## config.mk

```make
export PLATFORM = sky130hd
export DESIGN_NAME = cache_ctrl
export DESIGN_NICKNAME = d
export VERILOG_FILES = /design/src/cache_pkg.sv /design/src/cache_ctrl.sv
export SDC_FILE = /design/constraint.sdc
export NUM_CORES = 1
export LEC_CHECK = 0
export ABC_CLOCK_PERIOD_IN_PS = 20100
export BUFFER_PORTS_ARGS = -buffer_cell sky130_fd_sc_hd__buf_4
export CORE_AREA = 8 8 452 454
export CTS_CLUSTER_DIAMETER = 120
export DETAILED_ROUTE_END_ITERATION = 10
export DIE_AREA = 0 0 460 462
export SYNTH_ARGS = -nofsm -noshare
export SYNTH_HDL_FRONTEND = slang
export SYNTH_SLANG_ARGS = --single-unit
```

## constraint.sdc

```tcl
create_clock -name clk -period 20.1 [get_ports clk]
set_clock_uncertainty 0.05 [all_clocks]
set_input_delay 2.01 -clock clk [delete_from_list [all_inputs] [get_ports clk]]
set_output_delay 2.01 -clock clk [all_outputs]
set_load 0.1 [all_outputs]
```

## src/cache_pkg.sv

```systemverilog
package cache_pkg;

    // ******************************
    // Widths
    // ******************************
    localparam int WORD_W         = 32;
    localparam int LINE_W         = 128;
    localparam int WORDS_PER_LINE = 4;
    localparam int NUM_WAYS       = 4;
    localparam int P_ADDR_W       = 25;   // Word address.
    localparam int LINE_ADDR_W    = 23;
    localparam int M_ADDR_W       = 26;   // Line address, three zero bits.

    typedef logic [WORD_W-1:0]         word_t;
    typedef logic [LINE_W-1:0]         line_t;
    typedef logic [P_ADDR_W-1:0]       p_addr_t;
    typedef logic [LINE_ADDR_W-1:0]    line_addr_t;
    typedef logic [M_ADDR_W-1:0]       m_addr_t;
    typedef logic [WORD_W/8-1:0]       byte_en_t;
    typedef logic [WORDS_PER_LINE-1:0] word_en_t;
    typedef logic [NUM_WAYS-1:0]       way_mask_t;
    typedef logic [1:0]                way_idx_t;
    typedef logic [2*NUM_WAYS-1:0]     lru_order_t;   // [1:0] is LRU, [7:6] is MRU.

    typedef enum logic [2:0] {
        IDLE,
        COMP,
        HIT_WR,
        FETCH_REQ,
        FETCH_WAIT,
        FETCH_MERGE,
        WB_LOAD,
        WB_REQ
    } ctrl_state_t;

    // ******************************
    // Bundles
    // ******************************
    typedef struct packed {
        line_addr_t addr;
        line_t      wdata;
        byte_en_t   byte_en;
        word_en_t   word_en;
    } way_req_t;

    typedef struct packed {
        logic       hit;
        logic       valid;
        logic       dirty;
        line_addr_t wb_addr;   // Stored line address.
        line_t      rdata;
    } way_rsp_t;

    typedef struct packed {
        m_addr_t addr;
        line_t   writedata;
        logic    read;
        logic    write;
    } mem_req_t;

    typedef struct packed {
        line_t readdata;
        logic  readdata_valid;
        logic  waitrequest;
    } mem_rsp_t;

endpackage

```

## src/cache_ctrl.sv

```systemverilog
`timescale 1ns/1ps

module cache_ctrl #(
    parameter int INDEX_W = 14
) (
    input  logic                 clk,
    input  logic                 rst,
    input  cache_pkg::p_addr_t   i_p_addr,
    input  cache_pkg::byte_en_t  i_p_byte_en,
    input  cache_pkg::word_t     i_p_writedata,
    input  logic                 i_p_read,
    input  logic                 i_p_write,
    output cache_pkg::word_t     o_p_readdata,
    output logic                 o_p_readdata_valid,
    output logic                 o_p_waitrequest,
    output cache_pkg::way_req_t  o_way_req,
    output cache_pkg::way_mask_t o_way_write,
    output logic                 o_read_miss,
    input  cache_pkg::way_rsp_t  i_rsp [cache_pkg::NUM_WAYS],
    input  cache_pkg::way_idx_t  i_victim,
    output logic                 o_touch,
    output cache_pkg::way_idx_t  o_touch_way,
    output logic                 o_clear,
    output logic [INDEX_W-1:0]   o_clear_index,
    output cache_pkg::mem_req_t  o_mem,
    input  cache_pkg::mem_rsp_t  i_mem
);

    cache_pkg::ctrl_state_t state;
    cache_pkg::p_addr_t     addr_q;
    cache_pkg::byte_en_t    byte_en_q;
    cache_pkg::word_t       wdata_q;
    logic                   is_write_q;
    cache_pkg::way_idx_t    way_q;
    logic                   clearing;
    logic [INDEX_W-1:0]     clear_cnt;

    cache_pkg::way_mask_t   hit_mask;
    cache_pkg::way_idx_t    hit_idx;
    cache_pkg::line_t       hit_line;
    cache_pkg::way_mask_t   target;
    cache_pkg::m_addr_t     fetch_addr;
    logic                   filling;
    logic                   victim_dirty;

    always_comb begin
        hit_mask = '0;
        hit_idx  = '0;
        for (int w = cache_pkg::NUM_WAYS - 1; w >= 0; w--) begin
            hit_mask[w] = i_rsp[w].hit;
            if (i_rsp[w].hit) begin
                hit_idx = cache_pkg::way_idx_t'(w);
            end
        end
    end

    assign hit_line     = i_rsp[hit_idx].rdata;
    assign victim_dirty = i_rsp[i_victim].valid && i_rsp[i_victim].dirty;
    assign target       = cache_pkg::way_mask_t'(1) << way_q;
    assign fetch_addr   = {addr_q[cache_pkg::P_ADDR_W-1:2], 3'b000};
    assign filling      = (state == cache_pkg::FETCH_WAIT);

    assign o_p_waitrequest = clearing || (state != cache_pkg::IDLE);
    assign o_read_miss     = ~is_write_q;
    assign o_clear         = clearing;
    assign o_clear_index   = clear_cnt;

    assign o_touch = ((state == cache_pkg::COMP) && |hit_mask) ||
                     (filling && i_mem.readdata_valid);
    assign o_touch_way = (state == cache_pkg::COMP) ? hit_idx : way_q;

    // ******************************
    // Broadcast to the ways
    // ******************************
    always_comb begin
        if (clearing) begin
            o_way_req.addr = cache_pkg::line_addr_t'(clear_cnt);
        end else if (o_p_waitrequest) begin
            o_way_req.addr = addr_q[cache_pkg::P_ADDR_W-1:2];
        end else begin
            o_way_req.addr = i_p_addr[cache_pkg::P_ADDR_W-1:2];   // RAMs ready in COMP.
        end
        o_way_req.wdata   = filling ? i_mem.readdata : {cache_pkg::WORDS_PER_LINE{wdata_q}};
        o_way_req.byte_en = filling ? '1 : byte_en_q;
        o_way_req.word_en = filling ? '1 : cache_pkg::word_en_t'(1) << addr_q[1:0];

        if (filling) begin
            o_way_write = target & {cache_pkg::NUM_WAYS{i_mem.readdata_valid}};
        end else if (state == cache_pkg::HIT_WR || state == cache_pkg::FETCH_MERGE) begin
            o_way_write = target;
        end else begin
            o_way_write = '0;
        end
    end

    // ******************************
    // Request FSM
    // ******************************
    always_ff @(posedge clk) begin
        if (rst) begin
            state              <= cache_pkg::IDLE;
            clearing           <= 1'b1;
            clear_cnt          <= '0;
            o_p_readdata_valid <= 1'b0;
            o_mem.read         <= 1'b0;
            o_mem.write        <= 1'b0;
            is_write_q         <= 1'b0;
            way_q              <= '0;
        end else begin
            o_p_readdata_valid <= 1'b0;
            if (clearing) begin
                clear_cnt <= clear_cnt + 1'b1;
                if (&clear_cnt) begin
                    clearing <= 1'b0;
                end
            end
            case (state)
                cache_pkg::IDLE: begin
                    if (!o_p_waitrequest && (i_p_read || i_p_write)) begin
                        addr_q     <= i_p_addr;
                        byte_en_q  <= i_p_byte_en;
                        wdata_q    <= i_p_writedata;
                        is_write_q <= ~i_p_read;   // Read wins.
                        state      <= cache_pkg::COMP;
                    end
                end
                cache_pkg::COMP: begin
                    if (|hit_mask) begin
                        way_q <= hit_idx;
                        if (is_write_q) begin
                            state <= cache_pkg::HIT_WR;
                        end else begin
                            o_p_readdata       <= hit_line[addr_q[1:0]*cache_pkg::WORD_W +:
                                                           cache_pkg::WORD_W];
                            o_p_readdata_valid <= 1'b1;
                            state              <= cache_pkg::IDLE;
                        end
                    end else begin
                        way_q <= i_victim;
                        if (victim_dirty) begin
                            state <= cache_pkg::WB_LOAD;
                        end else begin
                            o_mem.addr <= fetch_addr;
                            o_mem.read <= 1'b1;
                            state      <= cache_pkg::FETCH_REQ;
                        end
                    end
                end
                cache_pkg::HIT_WR: begin
                    state <= cache_pkg::IDLE;
                end
                cache_pkg::FETCH_REQ: begin
                    if (!i_mem.waitrequest) begin
                        o_mem.read <= 1'b0;
                        state      <= cache_pkg::FETCH_WAIT;
                    end
                end
                cache_pkg::FETCH_WAIT: begin
                    if (i_mem.readdata_valid) begin
                        if (is_write_q) begin
                            state <= cache_pkg::FETCH_MERGE;
                        end else begin
                            // Word straight from the fill.
                            o_p_readdata       <= i_mem.readdata[addr_q[1:0]*cache_pkg::WORD_W +:
                                                                 cache_pkg::WORD_W];
                            o_p_readdata_valid <= 1'b1;
                            state              <= cache_pkg::IDLE;
                        end
                    end
                end
                cache_pkg::FETCH_MERGE: begin
                    state <= cache_pkg::IDLE;
                end
                cache_pkg::WB_LOAD: begin
                    o_mem.addr      <= {i_rsp[way_q].wb_addr, 3'b000};
                    o_mem.writedata <= i_rsp[way_q].rdata;
                    o_mem.write     <= 1'b1;
                    state           <= cache_pkg::WB_REQ;
                end
                cache_pkg::WB_REQ: begin
                    if (!i_mem.waitrequest) begin
                        o_mem.write <= 1'b0;
                        o_mem.addr  <= fetch_addr;
                        o_mem.read  <= 1'b1;
                        state       <= cache_pkg::FETCH_REQ;
                    end
                end
                default: begin
                    state <= cache_pkg::IDLE;
                end
            endcase
        end
    end

    a_mem_rw_excl: assert property (@(posedge clk) disable iff (rst)
        !(o_mem.read && o_mem.write))
        else $error("Memory read and write high together.");

    a_one_hit: assert property (@(posedge clk) disable iff (rst)
        (state == cache_pkg::COMP) |-> $onehot0(hit_mask))
        else $error("More than one way hit.");

endmodule

```

==> run metrics, run 1 <==
antenna violations before repair 115; switching fraction of total power 29.66%; Initial Util 10.24%; placer congestion estimate 0.8975; DRC viols 0; hold crit path type reg2reg; Max-Cap Viols 0; YS warnings 0; clk sinks 268; GRT Total Usage 21.22%; worst rel slew slack 32.68%; reg2reg start state[1]$_SDFFE_PP0P_; P_sw 0.5452 mW; num ports 1,185; share of cells above drive strength 1 49.31%; worst slew pin tran 1002 ps; Main synth FF type edfxtp_1; P_int 1.293 mW; Die X 460 um; sequential power share 33.1%; DR iter-0 viols 2,840; Pleak 13.16 nW; sequential element share of the synthesized area 38.76%; RSZ-0062 raised after global routing false; most frequent cells in the layout 1,230 x buf_4, 467 x nand2_1, 244 x edfxtp_1, 151 x mux4_2, 141 x a21oi_1; CTS max path bufs 3; Final #Nets 3,877; Final Instance Area 33,480 um2; vias in the first global route 25,071; Unique masters post-synth 56; f_max 139.4 MHz; status finished clean; Worst Setup SP state[0]$_SDFFE_PP0P_; WP data arrival 5110 ps; Post-Route WL 239.3 mm; async set-reset flop share out of synthesis 0%; Area after DPL 31,800 um2; H-tree Lvls 2; first-pass iteration count of the detailed router 6; clock share of power 47.7%; die height 462 um; required time of the worst setup path 18,040 ps; Worst Min Path Start o_mem[0]$_SDFFE_PP0P_; Synth Cell Area 20,140 um2; number of synthesized flops with an enable pin 244; Power Density 54.89 nW/um2; Vias 24,470; Hold Buf Count CTS 0; Combinational Power Share 19.2%; Via density 4.227; Synth Register Bits 268; crit path max fanout 52; CP startpoint kind flip-flop; Fin. Hold Viols 0; area of the die 212,500 um2; CP Capture Type output port; Mapped Cells 1,986; Fin Setup TNS 0 ps; clk slew on worst S/H paths 50 ps; CTS tree done; Synth-to-Final Area Change 66.24%; IR drop worst, VDD 0.05759 mV; grt total ovfl 0; Num CTS Buffers 47; insertion delay to the later sink of the worst-skew pair 650 ps; Final ANT Viol Nets 0; Core Box Area 196,600 um2; root buf cell clkbuf_16; drt wl/cell 41.34 um; largest net degree at the start of global routing 98; Post-CTS Setup Bufs 0; Post-CTS Resized 0; Port Buffers 1,181; first-pass GRT wire length 292.9 mm; syn_area_per_cell 10.14 um2; commonest non-fill, non-tap cell in the layout buf_4; Site Rows 163; category of the most critical setup path reg2out; period utilization 35.69%; Post-DP HPWL 202.7 mm; minimum clock period 7173 ps; Slew Viols, Final 0; number of setup violations in the final report 0
[Yosys cell counts (all sizes together), types with 35 or more instances]
cell	instances	share of area, %
o21ai	117	2.9
clkbuf	68	1.3
mux4	151	17
a21o	35	1.3
a22oi	65	2.4
nand2	469	8.7
nand3b	65	2.4
a21oi	142	3.5
a22o	66	2.9
o221ai	64	2.8
nand3	41	1.0
buf	140	4.0
edfxtp	244	36
nor2	97	1.8
[registers in the layout, summed over array words and instances, names as in the netlist]
register            count
o_mem                 153
o_p_readdata           32
wdata_q                32
addr_q                 25
o_clear_index          14
byte_en_q               4
state                   3
way_q                   2
is_write_q              1
o_clear                 1
o_p_readdata_valid      1
[cells by family (layout without fill, tap and decap cells)]
logic type	after synthesis	after routing	share of synthesized area [%]
and+or+nand+nor	708	708	15.29
AOI/OAI and AO/OA	595	595	21.09
DFF	268	268	38.76
buffers and inverters	211	1322	5.293
muxes	189	189	18.92
xor gates and xnor gates	13	13	0.5653
adders and majority gates	1	1	0.06211
other	1	53	0.01862
[power groups by stage]
stage	Sequential (mW)	Clock [mW]	Combinational, mW
3_3_place_gp	0.620	0	0.351
4_1_cts	0.609	0.915	0.356
5_1_grt	0.609	0.918	0.370
2_1_floorplan	0.624	0	0.118
6_report	0.609	0.876	0.353
3_5_place_dp	0.620	0	0.354
[area by class of cell]
type	instances	area [um2]
Timing Repair Buffer	1234	9303
Antenna cell	50	125.1
Tap cell	2640	3303
Sequential cell	268	7815
Multi-Input combinational cell	1509	11370
Clock buffer	62	1294
Fill cell	22224	163100
Inverter	3	11.26
Clock inverter	23	260.3
[critical path: stages (launching register included)]
cell     delay [ps]
dfxtp_1         680
nor2_1          230
nand2_4         390
buf_4           720
buf_4           650
nand2_1         680
nand2_1         600
buf_4           390
[metal layers]
| layer | global-route usage, % | vias up | share of wire, % |
|---|---|---|---|
| met5 | 0 | - | 0.13 |
| met4 | 10.19 | 48 | 5.6 |
| met3 | 8.890 | 411 | 11 |
| met2 | 39.16 | 1862 | 51 |
| met1 | 20.35 | 12214 | 32 |
| li1 | - | 9935 | - |
[stage by stage]
stage          instances  utilization (%)  power (mW)  setup WS, ps  hold WS (ps)
3_5_place_dp        5654            16.18      0.9748         13520         421.9
5_1_grt             5769            17.00       1.896         12740         480.4
4_1_cts             5739            16.97       1.879         12760         434.0
6_report            5789            17.03       1.838         12930         431.1
2_1_floorplan       1988                -      0.7422         11660         429.3
3_3_place_gp        5654            16.18      0.9712         13580         417.1
[worst paths after layout]
path	slack, ps	depth (start not counted)	to
min reg2reg	430	2	o_mem[0]$_SDFFE_PP0P_
min	430	2	o_mem[0]$_SDFFE_PP0P_
max reg2reg	16210	6	o_mem[129]$_DFFE_PP_
max	12930	7	o_way_req[109]
Note: power is estimated with default switching activity, not from simulation.
==> inputs of run 2 (changes only) <==
ABC_CLOCK_PERIOD_IN_PS = 7300   (was 20100)
clock period = 7.3 ns   (was 20.1 ns; I/O delays follow)
==> run 2 against run 1 <==
  * Hold slack got worse by 240 ps
  * Flip-flop and latch count unchanged
  * Combinational power increased to 2.7 times the previous value
  * Critical path depth decreased by 1
  * Power increased to 2.7 times the previous value
  * Global-route usage decreased by 0.061 points
  * Routed wire length decreased by 0.41%
  * Highest routed layer unchanged
  * Sequential power increased to 2.8 times the previous value
==> run metrics, run 2 (synthesis gave the netlist of run 1 again) <==
IR drop worst, VDD 0.1711 mV (+200%); Vias 24,567 (+0.40%); most frequent cells in the layout 1,224 x buf_4, 467 x nand2_1, 244 x edfxtp_1, 151 x mux4_2, 141 x a21oi_1; clk slew on worst S/H paths 60 ps (about the same); CTS tree done; root buf cell clkbuf_16; Core Box Area 196,600 um2 (unchanged); area of the die 212,500 um2 (unchanged); Synth-to-Final Area Change 66.40% (about the same); CP startpoint kind flip-flop; Slew Viols, Final 0 (unchanged); Power Total 5.022 mW (+170%); Initial Util 10.24% (unchanged); hold crit path type in2reg; insertion delay to the later sink of the worst-skew pair 650 ps (about the same); Site Rows 163 (unchanged); commonest non-fill, non-tap cell in the layout buf_4; number of setup violations in the final report 0 (unchanged); clk sinks 268 (unchanged); Layout Cells excl Fill 5,783 (-0.10%); DR iter-0 viols 2,767 (-2.6%); Fin. Hold Viols 0 (unchanged); f_max 203.0 MHz; largest reg by FF count o_mem; category of the most critical setup path reg2out; GRT Total Usage 21.16% (-0.061 points); Post-Route WL 238.3 mm (-0.41%); Die X 460 um (unchanged); Final #Nets 3,877 (unchanged); Power Density 149.8 nW/um2 (+170%); placer congestion estimate 0.9086 (+1.2%); largest registers o_mem x153, o_p_readdata x32, wdata_q x32; first-pass iteration count of the detailed router 6 (unchanged); Fin Setup TNS 0 ps (unchanged); period utilization 67.49%; antenna violations before repair 113 (-1.7%); Pleak 13.14 nW (-0.14%); Max-Cap Viols 0 (unchanged); switching fraction of total power 29.93% (+0.27 points); RSZ-0062 raised after global routing false; Num CTS Buffers 48 (+2.1%); Final ANT Viol Nets 0 (unchanged); Post-CTS Setup Bufs 0 (unchanged); worst rel slew slack 19.16% (-14 points); die height 462 um (unchanged); minimum clock period 4927 ps; status finished clean; reg2reg start state[1]$_SDFFE_PP0P_; P_int 3.519 mW (+170%); slack of the worst reg-to-reg path 3720 ps (-12,490 ps); drt wl/cell 41.21 um (-0.31%); Worst Setup SP state[1]$_SDFFE_PP0P_; crit path cell chain nor2_1, nand2_4, buf_4, nand2_1, nand2_1, buf_4; crit path max fanout 32 (-38%); WP data arrival 4150 ps (-960 ps); Combinational Power Share 19.3% (about the same); Cells after DPL 5,653 (-0.018%); Port Buffers 1,181 (unchanged); P_sw 1.503 mW (+180%); grt total ovfl 0 (unchanged); max reg flops 153 (unchanged); first-pass GRT wire length 292.1 mm (-0.25%); required time of the worst setup path 6520 ps (-11,520 ps); DRC viols 0 (unchanged); Via density 4.248 (+0.50%); Post-DP HPWL 202.5 mm (about the same); CP Capture Type output port; vias in the first global route 24,865 (-0.82%); largest net degree at the start of global routing 134 (+37%); worst slew pin tran 1213 ps (+210.6 ps); Post-CTS Resized 0 (unchanged); num ports 1,185 (unchanged); slowest CP cell dfxtp_1; Hold Buf Count CTS 0 (unchanged); clock share of power 47.4% (-0.3 points); Fill cells 22,216 (-0.036%); Worst Min Path Start i_p_writedata[15]; share of cells above drive strength 1 49.19% (-0.11 points); sequential power share 33.4% (+0.3 points); slowest stage delay, CP 670 ps (-50 ps); H-tree Lvls 2 (unchanged); CTS max path bufs 3 (unchanged)
run 2: changes by cell type in the layout (fill, tap and decap cells not counted), moves of 2 or more:
cell and change:
buf_4 -6, clkbuf_1 +4, clkinv_8 +2, buf_12 +5, clkbuf_8 -2, clkinv_2 -2
inv_4 -2, diode_2 -9, clkinvlp_4 +5
run 2: worst paths after layout:
check | end | cells after the start
hold / removal | wdata_q[15]$_DFFE_PP_ | 1
setup reg to reg | o_mem[116]$_DFFE_PP_ | 6
hold reg to reg | o_mem[0]$_SDFFE_PP0P_ | 2
setup / recovery | o_way_req[23] | 6
run 2: metal layers:
layer  global-route usage [%]  vias up  wire length, um
li1                         -     9924                -
met1                    20.08    12296            74940
met2                    39.56     1918           125600
met3                    9.317      375            26850
met4                    8.907       54            10530
met5                        0        -              370
run 2: stage by stage:
step | worst slack, ps | hold WS (ps) | cell area (um2) | utilization (%)
final | 2373 | 189.4 | 33510 | 17.05
after global routing | 2093 | 134.7 | 33500 | 17.04
after CTS | 2147 | 99.51 | 33410 | 16.99
after detailed placement | 2927 | 434.2 | 31860 | 16.20
after global placement | 3025 | 417.8 | 31860 | 16.20
after floorplan | 142.0 | 429.3 | 20150 | -
run 2: critical path, delay by kind of cell (launching register included):
kind / cells / cell delay, ps
and+or+nand+nor: 4 / 1850
buffers and inverters: 2 / 860
DFF: 1 / 670
run 2: cell type report:
type                            count  area, um2  area share [%]
Multi-Input combinational cell   1509      11370           33.93
Timing Repair Buffer             1233       9358           27.92
Sequential cell                   268       7815           23.32
Inverter                            3      11.26         0.03360
Antenna cell                       41      102.6          0.3061
Clock inverter                     25      272.8          0.8139
Tap cell                         2640       3303           9.856
Clock buffer                       64       1281           3.823
run 2: power groups by stage:
stage               registers (mW)  clock network [mW]  logic (mW)
floorplan                     1.72                   0       0.325
global placement              1.71                   0       0.960
detailed placement            1.71                   0       0.969
CTS                           1.68                2.50       0.973
global route                  1.68                2.51        1.01
finish                        1.68                2.38       0.967
